$ cat config.mk
export PLATFORM = sky130hd
export DESIGN_NAME = c64_loader_top
export DESIGN_NICKNAME = d
export VERILOG_FILES = /design/src/design/loader_pkg.sv /design/src/design/c64_loader_top.sv /design/src/design/mem_write_queue.sv /design/src/design/crt_parser.sv /design/src/design/prg_injector.sv
export SDC_FILE = /design/constraint.sdc
export NUM_CORES = 1
export LEC_CHECK = 0
export BUFFER_PORTS_ARGS = -buffer_cell sky130_fd_sc_hd__buf_2
export CAP_MARGIN = 15
export CORE_AREA = 4 4 212 163
export DETAILED_ROUTE_END_ITERATION = 10
export DIE_AREA = 0 0 216 167
export PLACE_DENSITY_LB_ADDON = 0.3
export SYNTH_ARGS = -nofsm -noshare
export SYNTH_HDL_FRONTEND = slang
export SYNTH_SLANG_ARGS = --single-unit
$ cat constraint.sdc
create_clock -name clk_sys -period 13.5 [get_ports clk_sys]
set_input_delay 1.35 -clock clk_sys [delete_from_list [all_inputs] [get_ports clk_sys]]
set_output_delay 1.35 -clock clk_sys [all_outputs]
set_load 0.02 [all_outputs]
$ cat src/design/loader_pkg.sv
//========================================
// Loader package
// Shared widths and types of the download path
// File-type indices and cartridge constants
// CRT walk state encoding
//========================================
`default_nettype none

package loader_pkg;

	// Shared memory byte address
	typedef logic [24:0] mem_addr_t;
	typedef logic [7:0]  byte_t;
	// Address in the computer's own 64 KB map
	typedef logic [15:0] c64_addr_t;
	typedef logic [7:0]  dl_index_t;
	// Big-endian fields of a CRT image
	typedef logic [15:0] crt_word_t;
	typedef logic [31:0] crt_len_t;

	//========================================
	// File-type indices from the host
	//========================================
	localparam int IDX_PRG     = 'h04;
	localparam int IDX_CRT     = 'h05;
	localparam int IDX_CRT_ALT = 'hC0;

	//========================================
	// Cartridge image layout
	//========================================
	// Banks are placed upward from here
	localparam mem_addr_t CRT_BASE = 25'h100000;
	// First CHIP packet follows the file header
	localparam int CRT_DATA_START = 'h40;
	localparam int CHIP_HDR_LEN   = 16;

	// CRT walk states
	typedef enum logic [1:0] {
		CRT_FILE_HDR,
		CRT_CHIP_HDR,
		CRT_CHIP_DATA
	} crt_state_e;

endpackage

`default_nettype wire
$ cat src/design/c64_loader_top.sv
//========================================
// Loader top level
// PRG injector and CRT parser feeding the
// shared memory write queue
//========================================
`timescale 1ns/1ps
`default_nettype none

module c64_loader_top
	import loader_pkg::*;
#(
	parameter int WQ_DEPTH = 4
) (
	input  wire            clk_sys,
	input  wire            reset_n,
	// Download port
	input  wire            dl_valid_i,
	input  wire dl_index_t dl_index_i,
	input  wire mem_addr_t dl_addr_i,
	input  wire byte_t     dl_data_i,
	input  wire            dl_active_i,
	output wire            dl_ready_o,
	// Memory write port
	input  wire            mem_ready_i,
	output wire            mem_valid_o,
	output wire mem_addr_t mem_addr_o,
	output wire byte_t     mem_data_o,
	output wire            busy_o,
	// Cartridge records
	output wire            bank_valid_o,
	output wire byte_t     bank_type_o,
	output wire crt_word_t bank_num_o,
	output wire c64_addr_t bank_laddr_o,
	output wire crt_word_t bank_size_o,
	output wire mem_addr_t bank_raddr_o,
	output wire crt_word_t cart_id_o,
	output wire byte_t     cart_exrom_o,
	output wire byte_t     cart_game_o,
	output wire            cart_attached_o
);

	logic      wq_room;
	logic      prg_push;
	mem_addr_t prg_addr;
	byte_t     prg_data;
	logic      crt_push;
	mem_addr_t crt_addr;
	byte_t     crt_data;

	// Host waits while the queue is full or the pointer patch runs
	assign dl_ready_o = wq_room & ~busy_o;

	prg_injector prg_injector_i (
		.clk_sys     (clk_sys),
		.reset_n     (reset_n),
		.dl_valid_i  (dl_valid_i),
		.dl_ready_i  (dl_ready_o),
		.dl_index_i  (dl_index_i),
		.dl_addr_i   (dl_addr_i),
		.dl_data_i   (dl_data_i),
		.dl_active_i (dl_active_i),
		.wq_room_i   (wq_room),
		.push_o      (prg_push),
		.push_addr_o (prg_addr),
		.push_data_o (prg_data),
		.busy_o      (busy_o)
	);

	crt_parser crt_parser_i (
		.clk_sys         (clk_sys),
		.reset_n         (reset_n),
		.dl_valid_i      (dl_valid_i),
		.dl_ready_i      (dl_ready_o),
		.dl_index_i      (dl_index_i),
		.dl_addr_i       (dl_addr_i),
		.dl_data_i       (dl_data_i),
		.dl_active_i     (dl_active_i),
		.push_o          (crt_push),
		.push_addr_o     (crt_addr),
		.push_data_o     (crt_data),
		.bank_valid_o    (bank_valid_o),
		.bank_type_o     (bank_type_o),
		.bank_num_o      (bank_num_o),
		.bank_laddr_o    (bank_laddr_o),
		.bank_size_o     (bank_size_o),
		.bank_raddr_o    (bank_raddr_o),
		.cart_id_o       (cart_id_o),
		.cart_exrom_o    (cart_exrom_o),
		.cart_game_o     (cart_game_o),
		.cart_attached_o (cart_attached_o)
	);

	mem_write_queue #(
		.WQ_DEPTH (WQ_DEPTH)
	) mem_write_queue_i (
		.clk_sys     (clk_sys),
		.reset_n     (reset_n),
		.prg_push_i  (prg_push),
		.prg_addr_i  (prg_addr),
		.prg_data_i  (prg_data),
		.crt_push_i  (crt_push),
		.crt_addr_i  (crt_addr),
		.crt_data_i  (crt_data),
		.mem_ready_i (mem_ready_i),
		.room_o      (wq_room),
		.mem_valid_o (mem_valid_o),
		.mem_addr_o  (mem_addr_o),
		.mem_data_o  (mem_data_o)
	);

endmodule

`default_nettype wire

$ cat src/design/mem_write_queue.sv
//========================================
// Memory write queue
// FIFO of byte writes from both parsers
// Registered valid/ready memory port
//========================================
`timescale 1ns/1ps
`default_nettype none

module mem_write_queue
	import loader_pkg::*;
#(
	parameter int WQ_DEPTH = 4
) (
	input  wire            clk_sys,
	input  wire            reset_n,
	input  wire            prg_push_i,
	input  wire mem_addr_t prg_addr_i,
	input  wire byte_t     prg_data_i,
	input  wire            crt_push_i,
	input  wire mem_addr_t crt_addr_i,
	input  wire byte_t     crt_data_i,
	input  wire            mem_ready_i,
	output logic           room_o,
	output logic           mem_valid_o,
	output mem_addr_t      mem_addr_o,
	output byte_t          mem_data_o
);

	localparam int AW = $clog2(WQ_DEPTH);

	mem_addr_t     addr_q [WQ_DEPTH];
	byte_t         data_q [WQ_DEPTH];
	logic [AW-1:0] wr_ptr;
	logic [AW-1:0] rd_ptr;
	logic [AW:0]   count;
	logic          push;
	mem_addr_t     push_addr;
	byte_t         push_data;
	logic          out_free;
	logic          pop;
	logic          bypass;
	logic          store;

	assign push      = prg_push_i | crt_push_i;
	assign push_addr = prg_push_i ? prg_addr_i : crt_addr_i;
	assign push_data = prg_push_i ? prg_data_i : crt_data_i;

	// Output stage can load when empty or completing this cycle
	assign out_free = !mem_valid_o || mem_ready_i;
	assign pop      = out_free && (count != '0);
	// Straight to the output when nothing older is waiting
	assign bypass   = push && out_free && (count == '0);
	assign store    = push && !bypass;
	assign room_o   = (count != WQ_DEPTH);

	always_ff @(posedge clk_sys) begin
		if (store) begin
			addr_q[wr_ptr] <= push_addr;
			data_q[wr_ptr] <= push_data;
		end
	end

	always_ff @(posedge clk_sys) begin
		if (pop) begin
			mem_addr_o <= addr_q[rd_ptr];
			mem_data_o <= data_q[rd_ptr];
		end else if (bypass) begin
			mem_addr_o <= push_addr;
			mem_data_o <= push_data;
		end
	end

	always_ff @(posedge clk_sys) begin
		if (!reset_n) begin
			wr_ptr      <= '0;
			rd_ptr      <= '0;
			count       <= '0;
			mem_valid_o <= 1'b0;
		end else begin
			if (store)
				wr_ptr <= wr_ptr + 1'b1;
			if (pop)
				rd_ptr <= rd_ptr + 1'b1;
			if (store && !pop)
				count <= count + 1'b1;
			else if (pop && !store)
				count <= count - 1'b1;
			if (out_free)
				mem_valid_o <= pop | bypass;
		end
	end

endmodule

`default_nettype wire

$ cat src/design/crt_parser.sv
//========================================
// CRT parser
// File header capture (id, EXROM, GAME)
// CHIP packet walk with 8 KB alignment
// Bank records and the attached flag
//========================================
`timescale 1ns/1ps
`default_nettype none

module crt_parser
	import loader_pkg::*;
(
	input  wire            clk_sys,
	input  wire            reset_n,
	input  wire            dl_valid_i,
	input  wire            dl_ready_i,
	input  wire dl_index_t dl_index_i,
	input  wire mem_addr_t dl_addr_i,
	input  wire byte_t     dl_data_i,
	input  wire            dl_active_i,
	output logic           push_o,
	output mem_addr_t      push_addr_o,
	output byte_t          push_data_o,
	output logic           bank_valid_o,
	output byte_t          bank_type_o,
	output crt_word_t      bank_num_o,
	output c64_addr_t      bank_laddr_o,
	output crt_word_t      bank_size_o,
	output mem_addr_t      bank_raddr_o,
	output crt_word_t      cart_id_o,
	output byte_t          cart_exrom_o,
	output byte_t          cart_game_o,
	output logic           cart_attached_o
);

	crt_state_e state;
	logic [3:0] hdr_cnt;
	crt_len_t   chip_len;
	mem_addr_t  wr_addr;
	logic       is_crt;
	logic       take;
	logic       dl_active_q;
	logic       last_crt;

	assign is_crt = (dl_index_i == IDX_CRT) || (dl_index_i == IDX_CRT_ALT);
	assign take   = dl_valid_i & dl_ready_i & is_crt;

	assign push_o      = take && (state == CRT_CHIP_DATA) && (dl_addr_i >= CRT_DATA_START);
	assign push_addr_o = wr_addr;
	assign push_data_o = dl_data_i;

	//========================================
	// Walk control and attach flag
	//========================================
	always_ff @(posedge clk_sys) begin
		if (!reset_n) begin
			state           <= CRT_FILE_HDR;
			hdr_cnt         <= '0;
			dl_active_q     <= 1'b0;
			last_crt        <= 1'b0;
			bank_valid_o    <= 1'b0;
			cart_attached_o <= 1'b0;
		end else begin
			dl_active_q  <= dl_active_i;
			bank_valid_o <= 1'b0;
			if (dl_active_i)
				last_crt <= is_crt;
			// End of a CRT download
			if (dl_active_q && !dl_active_i && last_crt) begin
				cart_attached_o <= 1'b1;
				state           <= CRT_FILE_HDR;
			end
			if (take) begin
				case (state)
					CRT_FILE_HDR: begin
						if (dl_addr_i == CRT_DATA_START - 1) begin
							state   <= CRT_CHIP_HDR;
							hdr_cnt <= '0;
						end
					end
					CRT_CHIP_HDR: begin
						// Counter wraps to zero for the next packet
						hdr_cnt <= hdr_cnt + 1'b1;
						if (hdr_cnt == 4'd15) begin
							bank_valid_o <= 1'b1;
							if (chip_len != '0)
								state <= CRT_CHIP_DATA;
						end
					end
					CRT_CHIP_DATA: begin
						if (chip_len == 32'd1)
							state <= CRT_CHIP_HDR;
					end
					default: state <= CRT_FILE_HDR;
				endcase
				// A new file always starts in the file header
				if (dl_addr_i == 25'd0)
					state <= CRT_FILE_HDR;
			end
		end
	end

	//========================================
	// Header fields and write address
	//========================================
	always_ff @(posedge clk_sys) begin
		if (take) begin
			if (dl_addr_i == 25'd0)
				wr_addr <= CRT_BASE;
			if (state == CRT_FILE_HDR) begin
				case (dl_addr_i)
					25'h16:  cart_id_o[15:8] <= dl_data_i;
					25'h17:  cart_id_o[7:0]  <= dl_data_i;
					25'h18:  cart_exrom_o    <= dl_data_i;
					25'h19:  cart_game_o     <= dl_data_i;
					default: ;
				endcase
			end
			if (state == CRT_CHIP_HDR) begin
				case (hdr_cnt)
					4'd0: begin
						// Round up to the next 8 KB boundary
						if (wr_addr[12:0] != 13'd0)
							wr_addr <= {wr_addr[24:13] + 1'b1, 13'd0};
					end
					4'd4:  chip_len[31:24]    <= dl_data_i;
					4'd5:  chip_len[23:16]    <= dl_data_i;
					4'd6:  chip_len[15:8]     <= dl_data_i;
					4'd7:  chip_len[7:0]      <= dl_data_i;
					// Packet length includes its own header
					4'd8:  chip_len           <= chip_len - CHIP_HDR_LEN;
					4'd9:  bank_type_o        <= dl_data_i;
					4'd10: bank_num_o[15:8]   <= dl_data_i;
					4'd11: bank_num_o[7:0]    <= dl_data_i;
					4'd12: bank_laddr_o[15:8] <= dl_data_i;
					4'd13: bank_laddr_o[7:0]  <= dl_data_i;
					4'd14: bank_size_o[15:8]  <= dl_data_i;
					4'd15: begin
						bank_size_o[7:0] <= dl_data_i;
						bank_raddr_o     <= wr_addr;
					end
					default: ;
				endcase
			end
			if (state == CRT_CHIP_DATA) begin
				wr_addr  <= wr_addr + 1'b1;
				chip_len <= chip_len - 1'b1;
			end
		end
	end

endmodule

`default_nettype wire

$ cat src/design/prg_injector.sv
//========================================
// PRG injector
// Load address capture and data writes
// Page-zero BASIC pointer patch at the end
// of a PRG download
//========================================
`timescale 1ns/1ps
`default_nettype none

module prg_injector
	import loader_pkg::*;
(
	input  wire            clk_sys,
	input  wire            reset_n,
	input  wire            dl_valid_i,
	input  wire            dl_ready_i,
	input  wire dl_index_t dl_index_i,
	input  wire mem_addr_t dl_addr_i,
	input  wire byte_t     dl_data_i,
	input  wire            dl_active_i,
	input  wire            wq_room_i,
	output logic           push_o,
	output mem_addr_t      push_addr_o,
	output byte_t          push_data_o,
	output logic           busy_o
);

	logic       is_prg;
	logic       take;
	logic       dl_active_q;
	logic       last_prg;
	logic       patch_go;
	logic [3:0] step;
	c64_addr_t  start_addr;
	c64_addr_t  end_addr;
	c64_addr_t  patch_src;
	byte_t      patch_addr;
	byte_t      patch_data;

	assign is_prg = (dl_index_i == IDX_PRG);
	assign take   = dl_valid_i & dl_ready_i & is_prg;

	// First cycle with the active flag low after a PRG file
	assign patch_go = dl_active_q & ~dl_active_i & last_prg;

	always_ff @(posedge clk_sys) begin
		if (!reset_n) begin
			dl_active_q <= 1'b0;
			last_prg    <= 1'b0;
		end else begin
			dl_active_q <= dl_active_i;
			if (dl_active_i)
				last_prg <= is_prg;
		end
	end

	//========================================
	// Load address and running end address
	//========================================
	always_ff @(posedge clk_sys) begin
		if (take) begin
			if (dl_addr_i == 25'd0) begin
				start_addr[7:0] <= dl_data_i;
				end_addr[7:0]   <= dl_data_i;
			end else if (dl_addr_i == 25'd1) begin
				start_addr[15:8] <= dl_data_i;
				end_addr[15:8]   <= dl_data_i;
			end else begin
				// Data byte goes out at end_addr, which then moves on
				end_addr <= end_addr + 1'b1;
			end
		end
	end

	//========================================
	// Pointer patch sequence
	//========================================
	always_ff @(posedge clk_sys) begin
		if (!reset_n) begin
			busy_o <= 1'b0;
			step   <= '0;
		end else if (patch_go) begin
			busy_o <= 1'b1;
			step   <= '0;
		end else if (busy_o && wq_room_i) begin
			step <= step + 1'b1;
			if (step == 4'd11)
				busy_o <= 1'b0;
		end
	end

	// TXT, VAR, ARY, STR, then SAVE_START and LOAD_END
	always_comb begin
		case (step)
			4'd0:    patch_addr = 8'h2B;
			4'd1:    patch_addr = 8'h2C;
			4'd2:    patch_addr = 8'h2D;
			4'd3:    patch_addr = 8'h2E;
			4'd4:    patch_addr = 8'h2F;
			4'd5:    patch_addr = 8'h30;
			4'd6:    patch_addr = 8'h31;
			4'd7:    patch_addr = 8'h32;
			4'd8:    patch_addr = 8'hAC;
			4'd9:    patch_addr = 8'hAD;
			4'd10:   patch_addr = 8'hAE;
			default: patch_addr = 8'hAF;
		endcase
	end

	// Steps 0, 1, 8 and 9 carry the start address, the rest the end
	assign patch_src  = (step[3:1] == 3'd0 || step[3:1] == 3'd4) ? start_addr : end_addr;
	// Even steps take the low byte
	assign patch_data = step[0] ? patch_src[15:8] : patch_src[7:0];

	assign push_o      = busy_o ? wq_room_i : (take && dl_addr_i > 25'd1);
	assign push_addr_o = busy_o ? mem_addr_t'(patch_addr) : mem_addr_t'(end_addr);
	assign push_data_o = busy_o ? patch_data : dl_data_i;

endmodule

`default_nettype wire

Word-level counts from Yosys, hierarchy flattened. Memory sizes are Yosys's and may differ from the RTL's. A register that Yosys moved wholly into a read port is not among the register bits. Index checks and enable logic that the tools add are counted.

Bits in writable memories: 132. Output and inout bits: 151. Bits in read-only memories: 96. Memories: 3. Word-level logic and storage cells: 203. Register bits after elaboration: 259.

$lt $le $gt $ge: 2. Reduce and logical (&&, ||, !) cells: 61. Bitwise logic cells: 12. Add/sub/neg operators: 11. Eq/ne operators: 29. Multiplexer cells: 49.

Memory list: mem_write_queue_i.addr_q (words 4, width 25, rd ports 1, clocked after memory_dff 1, write ports 1, line mem_write_queue.sv:31) `mem_addr_t addr_q [WQ_DEPTH];`; (no name shown) (words 16, width 6, rd ports 1, clocked after memory_dff 1, write ports 0, line prg_injector.sv:94) `case (step)`; mem_write_queue_i.data_q (words 4, width 8, rd ports 1, clocked after memory_dff 1, write ports 1, line mem_write_queue.sv:32) `byte_t data_q [WQ_DEPTH];`.

Operators by type and width (number): $mux 25 (8); $eq 25x5->1 const B (4); $mux 32 (2); $mux 8 (8); $pmux 8 s2 (4); $reduce_and 3->1 (18); $eq 4x4->1 const B (9); $eq 32x1->1 const B (1); $mux 16 (2); $reduce_bool 32->1 (1); $sub 32x1->32 const B (1); $sub 32x5->32 const B (1); $add 25x1->25 const B (1); $eq 25x1->1 const B (1); $eq 25x6->1 const B (1); $ge 25x7->1 const B (1); $gt 25x1->1 const B (1); $logic_not 25->1 (1); $mux 2 (11); $add 16x1->16 const B (1); $eq 4x3->1 const B (4); $eq 8x3->1 const B (2); $reduce_bool 3->1 (5); $reduce_bool 13->1 (1); other kinds (28) (75).

Logic depth before layout (Yosys ltp).
Depth after elaboration: 15. Gate-level depth with buffers: 13. Depth with buffers taken out: 11.

Modules after synthesis. A second synthesis with hierarchy kept.

Cells, all modules: 1223. Area, all modules: 18123.6 um^2.

Modules (own cells, without submodules): crt_parser (area each 8345.5 um^2, instances 1, sequential area each 5305.1 um^2, cells an instance 672); mem_write_queue (area each 7208.2 um^2, instances 1, sequential area each 5154.9 um^2, cells an instance 337); prg_injector (area each 2556.2 um^2, instances 1, sequential area each 1221.2 um^2, cells an instance 213); c64_loader_top (area each 13.8 um^2, instances 1, sequential area each 0.0 um^2, cells an instance 1).

Worst setup path after synthesis. Ideal clock, no wire load.

Kind: input to register. Start: in dl_index_i[1]. End: reg crt_parser_i.state[1]. Arrival time: 5.083 ns. Stages on the path: 7. Setup slack: 8.332 ns. Required time: 13.415 ns. Cells stage by stage: nor4_4 -> nand4b_1 -> or2_2 -> clkbuf_1 -> nor3_1 -> a22oi_1 -> nor3_1.

Word-level cells in the longest chain between the ends: 4. Elaborated cells on any way between the ends: 5.

RTL lines: start, declared (line c64_loader_top.sv:18) `input wire dl_index_t dl_index_i,`; $eq 8x3->1 or $eq 8x8->1 (tied branches) (line crt_parser.sv:45) `assign is_crt = (dl_index_i == IDX_CRT) || (dl_index_i == IDX_CRT_ALT);`; $logic_or 1x1->1 * (line crt_parser.sv:45); $and 1x1->1 * (line crt_parser.sv:46) `assign take = dl_valid_i & dl_ready_i & is_crt;`; $mux 2 * (line crt_parser.sv:73) `if (take) begin`; end signal, assigned (line crt_parser.sv:57) `state <= CRT_FILE_HDR;`; end signal, assigned (line crt_parser.sv:71) `state <= CRT_FILE_HDR;`; end signal, assigned (line crt_parser.sv:77) `state <= CRT_CHIP_HDR;`; end, declared (line crt_parser.sv:36) `crt_state_e state;`.

Every way passes the cells marked *; elsewhere a longest branch is shown, timed or not. A chain may end at the register's enable or synchronous reset.

Worst setup path after layout.
Start: in dl_index_i[0]. End: mem mem_write_queue_i.addr_q[1][3] (netlist name), enable pin.

Word-level cells in the longest chain between the ends: 12. Elaborated cells on any way between the ends: 17.

RTL lines: $eq 8x3->1 or $eq 8x8->1 (tied branches) (line crt_parser.sv:45); $logic_or 1x1->1 (line crt_parser.sv:45); $and 1x1->1 (line crt_parser.sv:46); $logic_and 1x1->1 (2 in series) (line crt_parser.sv:48) `assign push_o = take && (state == CRT_CHIP_DATA) && (dl_addr_i >= CRT_DATA_START);`; $or 1x1->1 * (line mem_write_queue.sv:44) `assign push = prg_push_i | crt_push_i;`; $logic_and 1x1->1 (2 in series) (line mem_write_queue.sv:52) `assign bypass = push && out_free && (count == '0);`; $logic_not 1->1 (line mem_write_queue.sv:53) `assign store = push && !bypass;`; $logic_and 1x1->1 * (line mem_write_queue.sv:53); named net mem_write_queue_i.store (line mem_write_queue.sv:42) `logic store;`; $mux 1 * (line mem_write_queue.sv:57) `if (store) begin`; $mux 1 (not written as such) * (line mem_write_queue.sv:58) `addr_q[wr_ptr] <= push_addr;`; end, declared (line mem_write_queue.sv:31).

Mark *: on every way through the listed nets, which the timed path passes. The rest lies on a longest branch.

==> run summary <==
Crit path largest cell delay - 650 ps
Area of the multi-input gates - 0.00565 mm^2
Worst endpoint data arrival time - 4490 ps
Max VDD drop - 109 uV
FF+latch count, synth - 399
Antenna Nets Post-Route - 0
Sequential fraction of the synthesis area - 66.1%
Actual transition at the worst max-transition pin - 1170 ps
Antenna diode instance count - 0
Count of maximum capacitance violations - 0
Min-Delay Path Class - reg2reg
Area of the core region - 0.0322 mm^2
Distinct cell type count after synthesis - 75
Root buffer selected by CTS - sky130_fd_sc_hd__clkbuf_16
Wire length per cell - 22.9 um
I/O pin cnt - 197
Endpoint kind of the worst setup timing path - register
Number of buffers inserted during clock tree synthesis - 39
Library cell contributing the largest single delay on the critical path - sky130_fd_sc_hd__and2_1
Total number of nets in the final design - 1560
Die X - 216 um
Min Clock Period, post-route - 4280 ps
Sinks on the clock net - 399
HPWL after DPL - 30000 um
Yosys warning total - 0
Number of nets produced by synthesis - 1368
Per-cell via count in the routed design - 6.13
Type of the worst setup path - in2reg
Initial drt markers - 1393
Total Power Consumption - 3.01 mW
Worst Path Required - 13710 ps
Buffer levels on the longest clock path - 3
Vias in the first global route - 11582
Logic depth of the worst register-to-register path - 7
Effective utilization at floorplan - 54.8%
Max FO, Critical Path - 31
Hold path startpoint - prg_injector_i.last_prg$_SDFFE_PN0P_
Final period util - 31.7%
Synthesized area per cell - 13.6 um^2
Cell Area, Synth - 0.0176 mm^2
Fin. Hold Viols - 0
Total area of sequential cells - 0.0117 mm^2
RePlAce Congestion - 0.882
Die Footprint - 0.0361 mm^2
Post-CTS Hold Buffers - 0
Result of the run - completed
Port Buffer Count - 196
Total detailed-routing wirelength - 45000 um
Cells traversed along the worst timing path - buf_2 > nor4b_1 > nand4_1 > a21oi_2 > a21oi_4 > a21boi_2 > and2_1 > buf_4
Vertical die dimension - 167 um
PD cells - 148 mW/mm^2
Total Neg Setup Slack - 0 ps
Worst Clk Skew - 17.4 ps
Cell count after synthesis - 1298
Worst-skew pair later-pin latency - 540 ps
Fraction of final layout cells with drive strength greater than 1 - 24.1%
Overall via count from detail_route - 12042
Total gr overflow - 0
Number of enable-type register cells in the synthesized netlist - 367
Highest attainable clock frequency - 0.234 GHz
Count of final setup violators - 0
Top_reg_cell synth - sky130_fd_sc_hd__edfxtp_1
H-tree depth reported by CTS - 2
Clock-pin transition on the worst setup and hold timing paths - 70 ps
Startpoint type of the worst setup path - input pin
Number of gates resized after CTS - 0
Asr flop ratio synth - 0%
Relative slew margins - 21.9%
Number of pins exceeding their max-slew limit in the final report - 0
Worst flop-to-flop path endpoint - mem_write_queue_i.addr_q[1][3]$_DFFE_PP_
First-pass GRT wire length - 69600 um
Static leakage - 6.93 nW
First-pass DRT Iterations - 5
Number of remaining DRC errors - 0
Antenna violations before repair - 1
R2R Setup Slk - 9800 ps
Worst min-delay path endpoint - prg_injector_i.last_prg$_SDFFE_PN0P_
Setup bufs post-CTS - 0
Startpoint of the worst-slack reg-to-reg timing path - prg_injector_i.busy_o$_SDFFE_PN0P_
Setup repair after global routing missed its margin - false
Maximum number of pins on one net before global-route repair - 80
Worst hold path depth - 2
CTS tree - built
# fillers - 2375
Area added between synthesis and finish - 15.1%
Combined global-route utilization of all metal layers - 24.6%
Row Count - 57
sequential cells by signal, summed over array words and instances, names as in the netlist, 3 cells and up, named ones only:
| signal | count |
|---|---|
| mem_write_queue_i.mem_addr_o | 25 |
| crt_parser_i.bank_num_o | 16 |
| crt_parser_i.cart_id_o | 16 |
| prg_injector_i.end_addr | 16 |
| crt_parser_i.bank_size_o | 16 |
| crt_parser_i.hdr_cnt | 4 |
| crt_parser_i.cart_game_o | 8 |
| crt_parser_i.chip_len | 32 |
| prg_injector_i.start_addr | 16 |
| mem_write_queue_i.mem_data_o | 8 |
| mem_write_queue_i.addr_q | 100 |
| crt_parser_i.bank_raddr_o | 25 |
| mem_write_queue_i.count | 3 |
| prg_injector_i.patch_addr | 6 |
| crt_parser_i.push_addr_o | 25 |
| crt_parser_i.bank_type_o | 8 |
| mem_write_queue_i.data_q | 32 |
| prg_injector_i.step | 4 |
| crt_parser_i.bank_laddr_o | 16 |
| crt_parser_i.cart_exrom_o | 8 |
critical path: cells and delay by family:
family | cells | cell delay (ps)
buffers and inverters | 2 | 530
AND/OR/NAND/NOR | 3 | 1330
AO/OA/AOI/OAI | 3 | 1240
placed cells by master, fill, tap and decap left out, types with 7 or more instances in the layout:
master | netlist | final
sky130_fd_sc_hd__dfxtp_1 | 32 | 31
sky130_fd_sc_hd__inv_1 | 29 | 29
sky130_fd_sc_hd__nand3_1 | 41 | 41
sky130_fd_sc_hd__nor4_1 | 13 | 13
sky130_fd_sc_hd__edfxtp_1 | 367 | 367
sky130_fd_sc_hd__nand4_1 | 20 | 20
sky130_fd_sc_hd__a21boi_0 | 7 | 7
sky130_fd_sc_hd__nor2_1 | 92 | 91
sky130_fd_sc_hd__o21ai_0 | 59 | 59
sky130_fd_sc_hd__ha_1 | 23 | 22
sky130_fd_sc_hd__and3_1 | 17 | 16
sky130_fd_sc_hd__a21oi_1 | 53 | 53
sky130_fd_sc_hd__buf_4 | 1 | 14
sky130_fd_sc_hd__nor3_1 | 31 | 30
sky130_fd_sc_hd__mux2i_1 | 13 | 13
sky130_fd_sc_hd__a311oi_1 | 10 | 10
sky130_fd_sc_hd__clkbuf_16 | 0 | 40
sky130_fd_sc_hd__nand2_1 | 147 | 147
sky130_fd_sc_hd__and2_1 | 35 | 35
sky130_fd_sc_hd__buf_2 | 7 | 196
sky130_fd_sc_hd__xor2_1 | 14 | 14
sky130_fd_sc_hd__a31oi_1 | 37 | 36
sky130_fd_sc_hd__mux2_2 | 32 | 32
sky130_fd_sc_hd__or3_1 | 12 | 12
sky130_fd_sc_hd__mux4_2 | 41 | 41
sky130_fd_sc_hd__xnor2_1 | 13 | 13
sky130_fd_sc_hd__clkbuf_1 | 45 | 9
synth_stat cells, types with 14 or more instances:
cell type	n	area share, %
sky130_fd_sc_hd__a21oi_1	53	1.5
sky130_fd_sc_hd__dfxtp_1	32	3.6
sky130_fd_sc_hd__nand2_1	147	3.1
sky130_fd_sc_hd__a31oi_1	37	1.3
sky130_fd_sc_hd__and2_1	35	1.2
sky130_fd_sc_hd__inv_1	29	0.62
sky130_fd_sc_hd__xor2_1	14	0.70
sky130_fd_sc_hd__edfxtp_1	367	62
sky130_fd_sc_hd__nor3_1	31	0.88
sky130_fd_sc_hd__nor2_1	92	2.0
sky130_fd_sc_hd__ha_1	23	1.6
sky130_fd_sc_hd__clkbuf_1	45	0.96
sky130_fd_sc_hd__nand4_1	20	0.71
sky130_fd_sc_hd__mux2_2	32	2.0
sky130_fd_sc_hd__mux4_2	41	5.2
sky130_fd_sc_hd__and3_1	17	0.60
sky130_fd_sc_hd__nand3_1	41	1.2
sky130_fd_sc_hd__o21ai_0	59	1.7
worst max path at each step:
stage	startpoint	endpoint	slack [ps]	cells after the start
floorplan	dl_index_i[1]	crt_parser_i.state[1]$_SDFF_PN0_	8330	7
global placement	dl_index_i[0]	mem_write_queue_i.addr_q[1][2]$_DFFE_PP_	8880	8
detailed placement	dl_index_i[0]	mem_write_queue_i.addr_q[1][18]$_DFFE_PP_	8740	8
CTS	dl_index_i[0]	mem_write_queue_i.addr_q[1][3]$_DFFE_PP_	9290	8
global route	dl_index_i[0]	mem_write_queue_i.addr_q[1][3]$_DFFE_PP_	9010	8
finish	dl_index_i[0]	mem_write_queue_i.addr_q[1][3]$_DFFE_PP_	9220	8
where the power goes:
part | switching [mW] | total, mW | leakage, nW | internal, mW
Sequential | 0.0258 | 1.46 | 3.53 | 1.44
Combinational | 0.299 | 0.478 | 2.80 | 0.179
Clock | 0.464 | 1.06 | 0.602 | 0.599
cell type report:
cell class                      instances  share of cell area [%]
Sequential cell                       399                    57.4
Multi-Input combinational cell        811                    27.8
Timing Repair Buffer                  210                    5.35
Clock buffer                           51                    5.23
Tap cell                              442                    2.72
Clock inverter                         21                   0.900
Inverter                               29                   0.536
per-layer routing:
metal / vias up / GRT usage (%) / share of wire, %
met5: - / 0 / 0
met1: 5937 / 36.8 / 43
met4: 0 / 5.42 / 1.8
li1: 5375 / - / -
met2: 669 / 37.7 / 45
met3: 61 / 5.54 / 10
stage by stage:
stage               instances  area (um^2)  setup WS [ps]  utilization [%]  hold WS (ps)
finish                   1963        20300           9220             63.1           499
global route             1963        20300           9010             63.1           529
CTS                      1963        20300           9290             63.1           497
detailed placement       1891        19100           8740             59.2           485
global placement         1891        19100           8880             59.2           473
floorplan                1298        17600           8330                -           424
logic make-up after synthesis:
group / after synthesis / synth area share, %
mux: 88 / 8.14
xor+xnor: 27 / 1.34
compound gates: 219 / 7.82
fa+ha+maj: 24 / 1.74
flops: 399 / 66.1
simple gates: 453 / 12.8
buf+inv: 88 / 2.03
Note: power is estimated with default switching activity, not from simulation.
